--- src/rtl/fm_slot_pkg.sv ---
`default_nettype none

package fm_slot_pkg;

	// one operator slot per clock, the frame wraps after the last slot
	// 32 slots matches 8 channels x 4 operators
	localparam int DEF_SLOTS = 32;

	// slot counter width, enough for the largest frame
	localparam int SLOT_W = 5;

	// smaller frames (4..32, power of two) reuse the same counter,
	// it simply wraps earlier

endpackage

`default_nettype wire

--- src/rtl/fm_sample_pkg.sv ---
`default_nettype none

package fm_sample_pkg;

	// operator output as it leaves the phase/envelope engine
	localparam int OP_W = 14;

	// noise generator output, signed
	localparam int NOISE_W = 10;

	// noise sits in the upper bits of the operator word
	localparam int NOISE_SHIFT = OP_W - NOISE_W;

	// 32 full-scale slots need 14 + 5 bits
	localparam int ACC_W = 19;

	// sample width presented to the DAC stage
	localparam int OUT_W = 16;

	// clamp limits for the frame sum
	localparam int OUT_MAX = 32767;
	localparam int OUT_MIN = -32768;

	// float DAC format, 10 bit signed mantissa and 3 bit exponent
	localparam int MAN_W = 10;
	localparam int EXP_W = 3;

endpackage

`default_nettype wire
--- src/rtl/fm_mix_top.sv ---
`default_nettype none

module fm_mix_top #(
	parameter int SLOTS = fm_slot_pkg::DEF_SLOTS
) (
	input  logic                                   clk,
	input  logic                                   rst,
	input  logic signed [fm_sample_pkg::OP_W-1:0]    op_out,
	input  logic        [1:0]                      rl,
	input  logic                                   ne,
	input  logic signed [fm_sample_pkg::NOISE_W-1:0] noise,
	output logic signed [fm_sample_pkg::OUT_W-1:0]   left,
	output logic signed [fm_sample_pkg::OUT_W-1:0]   right,
	output logic signed [fm_sample_pkg::OUT_W-1:0]   xleft,
	output logic signed [fm_sample_pkg::OUT_W-1:0]   xright,
	output logic                                   sample_valid
);

	// registered slot stream
	logic signed [fm_sample_pkg::OP_W-1:0] op_val;
	logic                                en_left;
	logic                                en_right;
	logic                                zero;

	// per side frame samples
	logic signed [fm_sample_pkg::OUT_W-1:0] sample_left;
	logic signed [fm_sample_pkg::OUT_W-1:0] sample_right;
	logic                                 valid_left;
	logic                                 valid_right;

	fm_slot_seq #(
		.SLOTS (SLOTS)
	) u_seq (
		.clk      (clk),
		.rst      (rst),
		.op_out   (op_out),
		.rl       (rl),
		.ne       (ne),
		.noise    (noise),
		.op_val   (op_val),
		.en_left  (en_left),
		.en_right (en_right),
		.zero     (zero)
	);

	fm_chan_acc u_acc_left (
		.clk          (clk),
		.rst          (rst),
		.zero         (zero),
		.en           (en_left),
		.op_val       (op_val),
		.sample       (sample_left),
		.sample_valid (valid_left)
	);

	fm_chan_acc u_acc_right (
		.clk          (clk),
		.rst          (rst),
		.zero         (zero),
		.en           (en_right),
		.op_val       (op_val),
		.sample       (sample_right),
		.sample_valid (valid_right)
	);

	// both sides share the frame timing, left valid stands for both
	fm_dac_float u_dac_left (
		.clk       (clk),
		.rst       (rst),
		.sample    (sample_left),
		.in_valid  (valid_left),
		.lin       (left),
		.exact     (xleft),
		.out_valid (sample_valid)
	);

	fm_dac_float u_dac_right (
		.clk       (clk),
		.rst       (rst),
		.sample    (sample_right),
		.in_valid  (valid_right),
		.lin       (right),
		.exact     (xright),
		.out_valid ()
	);

endmodule

`default_nettype wire

--- src/rtl/fm_dac_float.sv ---
`default_nettype none

module fm_dac_float (
	input  logic                                 clk,
	input  logic                                 rst,
	input  logic signed [fm_sample_pkg::OUT_W-1:0] sample,
	input  logic                                 in_valid,
	output logic signed [fm_sample_pkg::OUT_W-1:0] lin,
	output logic signed [fm_sample_pkg::OUT_W-1:0] exact,
	output logic                                 out_valid
);

	// a 16 bit sample shifted right by 6 always fits 10 bits
	localparam int MAX_EXP = fm_sample_pkg::OUT_W - fm_sample_pkg::MAN_W;

	// mantissa range
	localparam int MAN_MAX = 2 ** (fm_sample_pkg::MAN_W - 1) - 1;
	localparam int MAN_MIN = -(2 ** (fm_sample_pkg::MAN_W - 1));

	logic        [fm_sample_pkg::EXP_W-1:0] exp_sel;
	logic        [fm_sample_pkg::EXP_W-1:0] exp_q;
	logic signed [fm_sample_pkg::MAN_W-1:0] man;
	logic signed [fm_sample_pkg::OUT_W-1:0] lin_next;

	// true when a shifted value is a valid signed mantissa
	function automatic logic fits_man(input logic signed [fm_sample_pkg::OUT_W-1:0] v);
		fits_man = (v >= MAN_MIN) && (v <= MAN_MAX);
	endfunction

	// scan from the top down so the smallest fitting exponent wins
	always_comb begin
		exp_sel = fm_sample_pkg::EXP_W'(MAX_EXP);
		for (int e = MAX_EXP; e >= 0; e--) begin
			if (fits_man(sample >>> e)) begin
				exp_sel = fm_sample_pkg::EXP_W'(e);
			end
		end
	end

	// arithmetic shift drops the low bits and rounds toward -inf
	assign man = fm_sample_pkg::MAN_W'(sample >>> exp_sel);

	// what the serial DAC actually reproduces
	assign lin_next = fm_sample_pkg::OUT_W'(man) <<< exp_sel;

	always_ff @(posedge clk) begin
		if (rst) begin
			lin       <= '0;
			exact     <= '0;
			exp_q     <= '0;
			out_valid <= 1'b0;
		end else begin
			out_valid <= in_valid;
			// hold the last sample between frames
			if (in_valid) begin
				lin   <= lin_next;
				exact <= sample;
				exp_q <= exp_sel;
			end
		end
	end

	// quantization error is below one step of the chosen exponent
	a_quant_err: assert property (@(posedge clk) disable iff (rst)
		in_valid |=> (lin <= exact) && ((exact - lin) < (1 << exp_q)));

endmodule

`default_nettype wire

--- src/rtl/fm_chan_acc.sv ---
`default_nettype none

module fm_chan_acc (
	input  logic                                 clk,
	input  logic                                 rst,
	input  logic                                 zero,
	input  logic                                 en,
	input  logic signed [fm_sample_pkg::OP_W-1:0]  op_val,
	output logic signed [fm_sample_pkg::OUT_W-1:0] sample,
	output logic                                 sample_valid
);

	logic signed [fm_sample_pkg::ACC_W-1:0] sum;
	logic signed [fm_sample_pkg::ACC_W-1:0] slot_term;
	logic signed [fm_sample_pkg::OUT_W-1:0] sum_sat;

	// the first frame start after reset closes an empty frame
	logic primed;

	// sign extended slot, or nothing when this side is not panned
	assign slot_term = en ? fm_sample_pkg::ACC_W'(op_val) : '0;

	// clamp the frame sum to the 16 bit sample range
	always_comb begin
		if (sum > fm_sample_pkg::OUT_MAX) begin
			sum_sat = fm_sample_pkg::OUT_W'(fm_sample_pkg::OUT_MAX);
		end else if (sum < fm_sample_pkg::OUT_MIN) begin
			sum_sat = fm_sample_pkg::OUT_W'(fm_sample_pkg::OUT_MIN);
		end else begin
			sum_sat = fm_sample_pkg::OUT_W'(sum);
		end
	end

	always_ff @(posedge clk) begin
		if (rst) begin
			sum          <= '0;
			sample       <= '0;
			sample_valid <= 1'b0;
			primed       <= 1'b0;
		end else begin
			sample_valid <= 1'b0;
			if (zero) begin
				// close the previous frame and restart with slot 0
				sample       <= sum_sat;
				sample_valid <= primed;
				primed       <= 1'b1;
				sum          <= slot_term;
			end else begin
				sum <= sum + slot_term;
			end
		end
	end

	// adding two values of the same sign must keep that sign,
	// otherwise the 19 bit sum has wrapped
	a_no_wrap: assert property (@(posedge clk) disable iff (rst)
		!zero |=> ($past(sum[fm_sample_pkg::ACC_W-1]) != $past(slot_term[fm_sample_pkg::ACC_W-1]))
			|| (sum[fm_sample_pkg::ACC_W-1] == $past(sum[fm_sample_pkg::ACC_W-1])));

endmodule

`default_nettype wire

--- src/rtl/fm_slot_seq.sv ---
`default_nettype none

module fm_slot_seq #(
	parameter int SLOTS = fm_slot_pkg::DEF_SLOTS
) (
	input  logic                                   clk,
	input  logic                                   rst,
	input  logic signed [fm_sample_pkg::OP_W-1:0]    op_out,
	input  logic        [1:0]                      rl,
	input  logic                                   ne,
	input  logic signed [fm_sample_pkg::NOISE_W-1:0] noise,
	output logic signed [fm_sample_pkg::OP_W-1:0]    op_val,
	output logic                                   en_left,
	output logic                                   en_right,
	output logic                                   zero
);

	// index of the noise slot
	localparam logic [fm_slot_pkg::SLOT_W-1:0] LAST_SLOT = fm_slot_pkg::SLOT_W'(SLOTS - 1);

	logic [fm_slot_pkg::SLOT_W-1:0] cnt;
	logic                           last;
	logic signed [fm_sample_pkg::OP_W-1:0] noise_op;
	logic signed [fm_sample_pkg::OP_W-1:0] op_sel;

	assign last = (cnt == LAST_SLOT);

	// noise x16 with the low bits padded by zeros
	assign noise_op = {noise, {fm_sample_pkg::NOISE_SHIFT{1'b0}}};

	// noise only replaces the operator in the last slot
	assign op_sel = (last && ne) ? noise_op : op_out;

	// slot counter starts at 0 on the first cycle out of reset
	always_ff @(posedge clk) begin
		if (rst) begin
			cnt <= '0;
		end else if (last) begin
			cnt <= '0;
		end else begin
			cnt <= cnt + 1'b1;
		end
	end

	// pan bits and frame start flag of the registered slot
	always_ff @(posedge clk) begin
		if (rst) begin
			en_left  <= 1'b0;
			en_right <= 1'b0;
			zero     <= 1'b0;
		end else begin
			en_left  <= rl[0];
			en_right <= rl[1];
			zero     <= (cnt == '0);
		end
	end

	// slot payload aligned with the flags above
	always_ff @(posedge clk) begin
		op_val <= op_sel;
	end

	// frame start comes back after exactly SLOTS cycles and not before
	a_zero_period: assert property (@(posedge clk) disable iff (rst)
		zero |=> !zero [*SLOTS-1] ##1 zero);

endmodule

`default_nettype wire

--- config.mk ---
export PLATFORM = sky130hd
export DESIGN_NAME = fm_mix_top
export DESIGN_NICKNAME = d
export VERILOG_FILES = /design/src/rtl/fm_slot_pkg.sv /design/src/rtl/fm_sample_pkg.sv /design/src/rtl/fm_mix_top.sv /design/src/rtl/fm_dac_float.sv /design/src/rtl/fm_chan_acc.sv /design/src/rtl/fm_slot_seq.sv
export SDC_FILE = /design/constraint.sdc
export NUM_CORES = 1
export LEC_CHECK = 0
export BUFFER_PORTS_ARGS = -buffer_cell sky130_fd_sc_hd__buf_2
export CAP_MARGIN = 0
export CORE_UTILIZATION = 30
export DETAILED_ROUTE_END_ITERATION = 10
export GPL_TIMING_DRIVEN = 0
export SYNTH_ARGS = -nofsm -noshare
export SYNTH_HDL_FRONTEND = slang
export SYNTH_SLANG_ARGS = --single-unit
--- constraint.sdc ---
create_clock -name clk -period 2.83 [get_ports clk]
set_input_delay 0.283 -clock clk [delete_from_list [all_inputs] [get_ports clk]]
set_output_delay 0.283 -clock clk [all_outputs]
set_load 0.03 [all_outputs]
## Word level (Yosys, flattened, before mapping)

Index checks and enable logic that the tools add are counted.

| storage, ports and cells | value |
|---|---|
| register bits after elaboration | 159 |
| latch bits | 0 |
| RAM bits | 0 |
| memory bits (read-only) | 0 |
| output and inout port bits | 65 |
| logic and storage cells | 91 |
| memories | 0 |

| operators by class | value |
|---|---|
| add/sub/neg operators | 3 |
| multipliers | 0 |
| divide/modulo/power cells | 0 |
| $lt $le $gt $ge | 28 |
| eq/ne operators | 1 |
| shift operators | 4 |
| muxes and demuxes | 21 |
| bitwise logic cells | 1 |
| reduce and logical (&&, ||, !) cells | 16 |

Operator list:

| cell | number |
|---|---|
| 19-bit two-way mux | 4 |
| 16-bit two-way mux | 4 |
| 19-bit adder | 2 |
| 19-bit by 16-bit greater-than comparator with 1-bit output, second input constant | 2 |
| 19-bit by 16-bit < comparator with 1-bit output, second input constant | 2 |
| 16-bit by 10-bit greater-or-equal comparator with 1-bit output, second input constant | 2 |
| 16-bit by 10-bit less-or-equal comparator with 1-bit output, second input constant | 2 |
| 10-bit by 3-bit <<< shifter with 16-bit output | 2 |
| 16-bit by 3-bit >>> shifter with 10-bit output | 2 |
| 15-bit by 10-bit greater-or-equal comparator with 1-bit output, second input constant | 2 |
| 15-bit by 10-bit less-or-equal comparator with 1-bit output, second input constant | 2 |
| 3-bit two-way mux | 10 |
| 14-bit by 10-bit greater-or-equal comparator with 1-bit output, second input constant | 2 |
| 14-bit by 10-bit less-or-equal comparator with 1-bit output, second input constant | 2 |
| 13-bit by 10-bit greater-or-equal comparator with 1-bit output, second input constant | 2 |
| 13-bit by 10-bit less-or-equal comparator with 1-bit output, second input constant | 2 |
| 12-bit by 10-bit greater-or-equal comparator with 1-bit output, second input constant | 2 |
| 12-bit by 10-bit less-or-equal comparator with 1-bit output, second input constant | 2 |
| 11-bit by 10-bit greater-or-equal comparator with 1-bit output, second input constant | 2 |
| 11-bit by 10-bit less-or-equal comparator with 1-bit output, second input constant | 2 |
| 14-bit two-way mux | 1 |
| 1-bit logical AND | 13 |
| 5-bit by 1-bit adder with 5-bit output, second input constant | 1 |
| 5-bit == test, second input constant | 1 |
| 4 further kinds | 6 |

## Longest topological paths before layout

| logic depth | value |
|---|---|
| depth after elaboration | 10 |
| gate-level depth with buffers | 13 |
| gate-level depth less buffers | 12 |

## By module

From an unflattened synthesis, not the netlist that was laid out.

| unflattened totals | value |
|---|---|
| cell total of the unflattened synthesis | 1111 |
| area total of the unflattened synthesis | 9066.2 um^2 |

By module, submodules not included:

| module | times used | cells each | area an instance (um^2) | seq. area each (um^2) |
|---|---|---|---|---|
| fm_chan_acc | 2 | 284 | 2280.9 | 740.7 |
| fm_dac_float at u_dac_left | 1 | 295 | 2154.6 | 660.6 |
| fm_dac_float at u_dac_right | 1 | 190 | 1584.0 | 660.6 |
| fm_slot_seq | 1 | 58 | 765.7 | 440.4 |

## Worst setup path before layout

No wires, ideal clock.

| path | value |
|---|---|
| path type | flip-flop to flip-flop |
| start | reg u_seq.en_right |
| end | reg u_acc_right.sum[18] in the netlist's numbering |
| data arrival time | 2.663 ns |
| required time | 2.699 ns |
| path slack | 0.036 ns |
| stages on the path, launching flop included | 14 |
| path buffers | 1 |
| period minus slack after synthesis | 2.794 ns |
| cells stage by stage | dfxtp_1 -> clkbuf_1 -> and2_1 -> ha_1 -> inv_1 -> fa_1 -> and2b_1 -> o2111ai_1 -> a21oi_1 -> nor3_2 -> o311ai_2 -> mux2i_1 -> o21a_1 -> nor3_1 |

| on the way | value |
|---|---|
| cells in the longest elaborated chain, start to end | 3 |

RTL lines:

| item | line | source |
|---|---|---|
| start, declared | fm_slot_seq.sv:14 | `output logic en_right,` |
| start signal, assigned | fm_slot_seq.sv:53 | `en_right <= rl[1];` |
| 19-bit two-way mux * | fm_chan_acc.sv:21 | `assign slot_term = en ? fm_sample_pkg::ACC_W'(op_val) : '0;` |
| 19-bit adder | fm_chan_acc.sv:49 | `sum <= sum + slot_term;` |
| 19-bit two-way mux * | fm_chan_acc.sv:42 | `if (zero) begin` |
| end signal, assigned | fm_chan_acc.sv:47 | `sum <= slot_term;` |
| end signal, assigned | fm_chan_acc.sv:49 |  |
| end, declared | fm_chan_acc.sv:13 | `logic signed [fm_sample_pkg::ACC_W-1:0] sum;` |

Every way passes the cells marked *; elsewhere a longest branch is shown, timed or not.
A chain may end at the register's enable or synchronous reset.

## Worst setup path in the final report

Same ends and word-level chain as after synthesis.

==> flow_metrics.py <==
metrics = {
    "outcome": {
        "outcome": "complete, no violations",
    },
    "setup_path": {
        "crit_start": "u_seq.en_right$_SDFF_PP0_",
        "r2r_slack_ps": 10,
        "reg2regPathDepth": 13,
        "critical_path_class": "register to register",
        "r2r-start": "u_seq.en_right$_SDFF_PP0_",
        "crit_path_end_kind": "register",
        "path_max_fanout": 8,
        "cp.required_ps": 3110,
        "crit_path_end": "u_acc_right.sum[18]$_SDFF_PP0_",
        "arrival_ps": 3100,
        "r2r_end": "u_acc_right.sum[18]$_SDFF_PP0_",
        "cp-start-kind": "register",
    },
    "finish": {
        "nets": 1101,
        "post-route-util_pct": 37.9,
        "multi_input_area_um2": 4240,
        "regArea_um2": 3190,
        "drive_above_1_share_pct": 18.3,
        "syn_to_final_growth_pct": 22.8,
        "fill_cells": 2478,
        "design_area_um2": 9260,
        "antenna_cells": 0,
        "stdcell_count": 1366,
    },
    "floorplanning": {
        "coreArea_um2": 24500,
        "ios": 94,
        "die_y_um": 161,
        "dieArea_um2": 25800,
        "floorplan.initialDensity_pct": 30.8,
        "rows": 57,
        "die_x_um": 161,
    },
    "sta": {
        "drv_slew": 0,
        "rsz0062_at_grt": "true",
        "clock.fmax_mhz": 355,
        "layout_min_cycle_time_ps": 2820,
        "skew_ps": 8.51,
        "post-route-period-util_pct": 99.6,
        "worst_slack_ps": 11.4,
        "relSlewSlack_pct": 43.6,
        "hold_viol": 0,
        "worstMarginPinSlew_ps": 846,
        "finalSetupViolCount": 0,
    },
    "run": {
        "maxCapViolCount": 0,
    },
    "power": {
        "pwr-share-clk_pct": 42.5,
        "p_leak_nw": 3.82,
        "peakVddDrop_mv": 0.324,
        "p_sw_w": 0.00153,
        "combPwrFrac_pct": 13.6,
        "switching_share_pct": 27.4,
        "power.density_nw_per_um2": 604,
        "p_seq_share_pct": 43.9,
        "p_int_w": 0.00406,
        "p_total_w": 0.00559,
    },
    "synth": {
        "yosys_warnings": 0,
        "synth_top_cell_by_area": "dfxtp_1",
        "syn_area_per_cell_um2": 8.31,
        "synth_mux_area_share_pct": 4.30,
        "ys_top_cells_by_area": "dfxtp_1 42%, a21oi_1 8.8%, nand2_1 7.4%",
        "synth_top_family_by_area": "simple AND/OR/NAND/NOR gates",
        "synthAdderAreaFrac_pct": 7.00,
        "synth_top_area_share_pct": 42.2,
        "synth_cell_types": 65,
        "synth-simple-area-share_pct": 20.8,
        "synth_compound_area_share_pct": 19.3,
        "synth_xor_area_share_pct": 3.02,
        "synthesis.area_um2": 7540,
        "yosysSeqAreaShare_pct": 42.2,
        "ys_async_sr_fraction_pct": 0,
        "synth_edf_count": 0,
        "syn_nets": 978,
        "synth_ff_type": "dfxtp_1",
        "ys_ff_latch": 159,
        "syn_inst": 908,
    },
    "cts": {
        "worstSkewPairLatency_ps": 430,
        "cts_buffer_depth": 2,
        "cts_tree": "built",
        "cts_sinks": 159,
        "cts_root_buf": "clkbuf_16",
        "clkTransAtPathRegs_ps": 60,
        "h-tree-depth": 4,
        "numCtsBuffers": 17,
    },
    "global_route": {
        "grt_max_degree": 17,
        "grt_pass1_vias": 6178,
        "antenna_found_initial": 0,
        "grt_pass1_wl_um": 32500,
        "grt.overflow.total": 0,
        "grt_use_total_pct": 16.0,
    },
    "place": {
        "placed_area_um2": 8420,
        "finalWeightedCongestion": 0.837,
        "dp.cells": 1325,
        "numPortBuffers": 93,
        "dp_hpwl_um": 15100,
        "preCtsSetupSlack_ps": -443,
    },
    "drt": {
        "route.detailed.drc": 0,
        "routed_wl_um": 20400,
        "drt_iter0_markers": 528,
        "routed_via_density": 4.87,
        "via_count": 6649,
        "ant_nets": 0,
        "firstDrtPassIters": 8,
        "avgRoutedWirePerCell_um": 14.9,
    },
    "min_path": {
        "hold_path.class": "input pin to register",
        "hp-start": "op_out[3]",
    },
}
[placed cells by master (no fill, tap or decap), types with 17 or more instances in the layout]
master     synthesis  final
xnor2_1           18     18
ha_1              39     35
nor2_1            53     52
nand3_1           27     27
inv_1             21     20
clkbuf_16          0     17
nand2_1          148    148
a21oi_1          132    129
dfxtp_1          159    156
buf_2              1     94
mux2i_1           20     20
nor3_1            18     18
and2_1            33     28
clkbuf_1          32     31
o21ai_0           54     51
[synth_stat cells, types with 5 or more instances]
cell / number
nor2b_1: 5
buf_1: 14
nand4_1: 6
dfxtp_1: 159
inv_1: 21
a21o_1: 12
o21ai_0: 54
clkbuf_1: 32
ha_1: 39
nor3_1: 18
and2_1: 33
a21oi_1: 132
nor2_1: 53
mux2_2: 11
nand2b_1: 11
xor2_1: 8
mux2i_1: 20
nand3_1: 27
a31oi_1: 5
xnor2_1: 18
o21a_1: 6
nand2_1: 148
[worst max-delay path: stages, from the launching register on]
cell       delay [ps]
dfxtp_4           360
buf_8             110
and2_4            150
ha_4              140
inv_2              40
fa_2              380
and2b_1           230
o2111ai_2         170
a21oi_2           250
nor3_4             70
o311ai_4          320
mux2i_1           270
o21a_1            150
nor3_1             40
[power groups by stage]
stage / combinational (W) / sequential, W / clock, W
global route: 0.000850 / 0.00247 / 0.00252
CTS: 0.000731 / 0.00245 / 0.00242
finish: 0.000759 / 0.00246 / 0.00238
floorplan: 0.000545 / 0.00247 / 0
detailed placement: 0.000721 / 0.00250 / 0
global placement: 0.000707 / 0.00250 / 0
[routing by layer]
layer	share of wire [%]	track usage, %	vias to the layer above
met5	0	0	-
met2	43	24.6	169
met1	51	22.7	3059
met3	4.2	3.15	26
met4	1.3	4.33	0
li1	-	-	3395
[flip-flops by register name, summed over array words and instances (netlist names)]
register / count
u_acc_left.sample: 16
u_acc_left.sum: 19
u_acc_right.primed: 1
u_acc_right.sample: 16
u_acc_right.sample_valid: 1
u_acc_right.sum: 19
u_dac_left.exact: 16
u_dac_left.lin: 16
u_dac_left.out_valid: 1
u_dac_right.exact: 16
u_dac_right.lin: 16
u_seq.cnt: 5
u_seq.en_left: 1
u_seq.en_right: 1
u_seq.op_val: 14
u_seq.zero: 1
[cell type report]
class	instances	area share, %
plain buffers	47	2.08
clock buffers	19	4.78
clock inverters	11	1.68
inverters	22	0.892
multi-input cells	680	45.8
flip-flops and latches	159	34.5
well taps	324	4.38
repair buffers	104	5.92
[worst min path at each step]
stage	cells past startpoint	endpoint	slack [ps]
finish	2	u_seq.op_val[3]$_SDFF_PP0_	50
global route	2	u_seq.en_left$_SDFF_PP0_	60
CTS	2	u_seq.op_val[3]$_SDFF_PP0_	40
detailed placement	2	u_acc_right.sample[7]$_SDFFE_PP0P_	450
global placement	2	u_acc_right.primed$_SDFFE_PP0P_	440
floorplan	1	u_seq.op_val[0]$_SDFF_PP0_	400
[what timing repair did]
item | 4_1_cts | 5_1_grt
resized for setup | 14 | 30
endpoints found under the setup margin | 9 | 10
buffers inserted | 3 | 8
gates cloned | 0 | 0
pin swaps | 4 | 11
hold buffers | 0 | 0
[kinds of logic (layout without fill, tap and decap cells)]
family | Yosys count | in the layout
xor gates and xnor gates | 26 | 26
buffers and inverters | 69 | 203
and+or+nand+nor | 334 | 334
AOI/OAI and AO/OA | 248 | 248
muxes | 31 | 31
adders and majority gates | 41 | 41
DFF | 159 | 159
[stage by stage]
stage,setup TNS (ps),hold slack (ps)
final,0,47.6
after global routing,-147,63.3
after CTS,0,41.1
after detailed placement,-1790,450
after global placement,-1790,439
after floorplan,0,405
(Power assumes the default switching activity.)
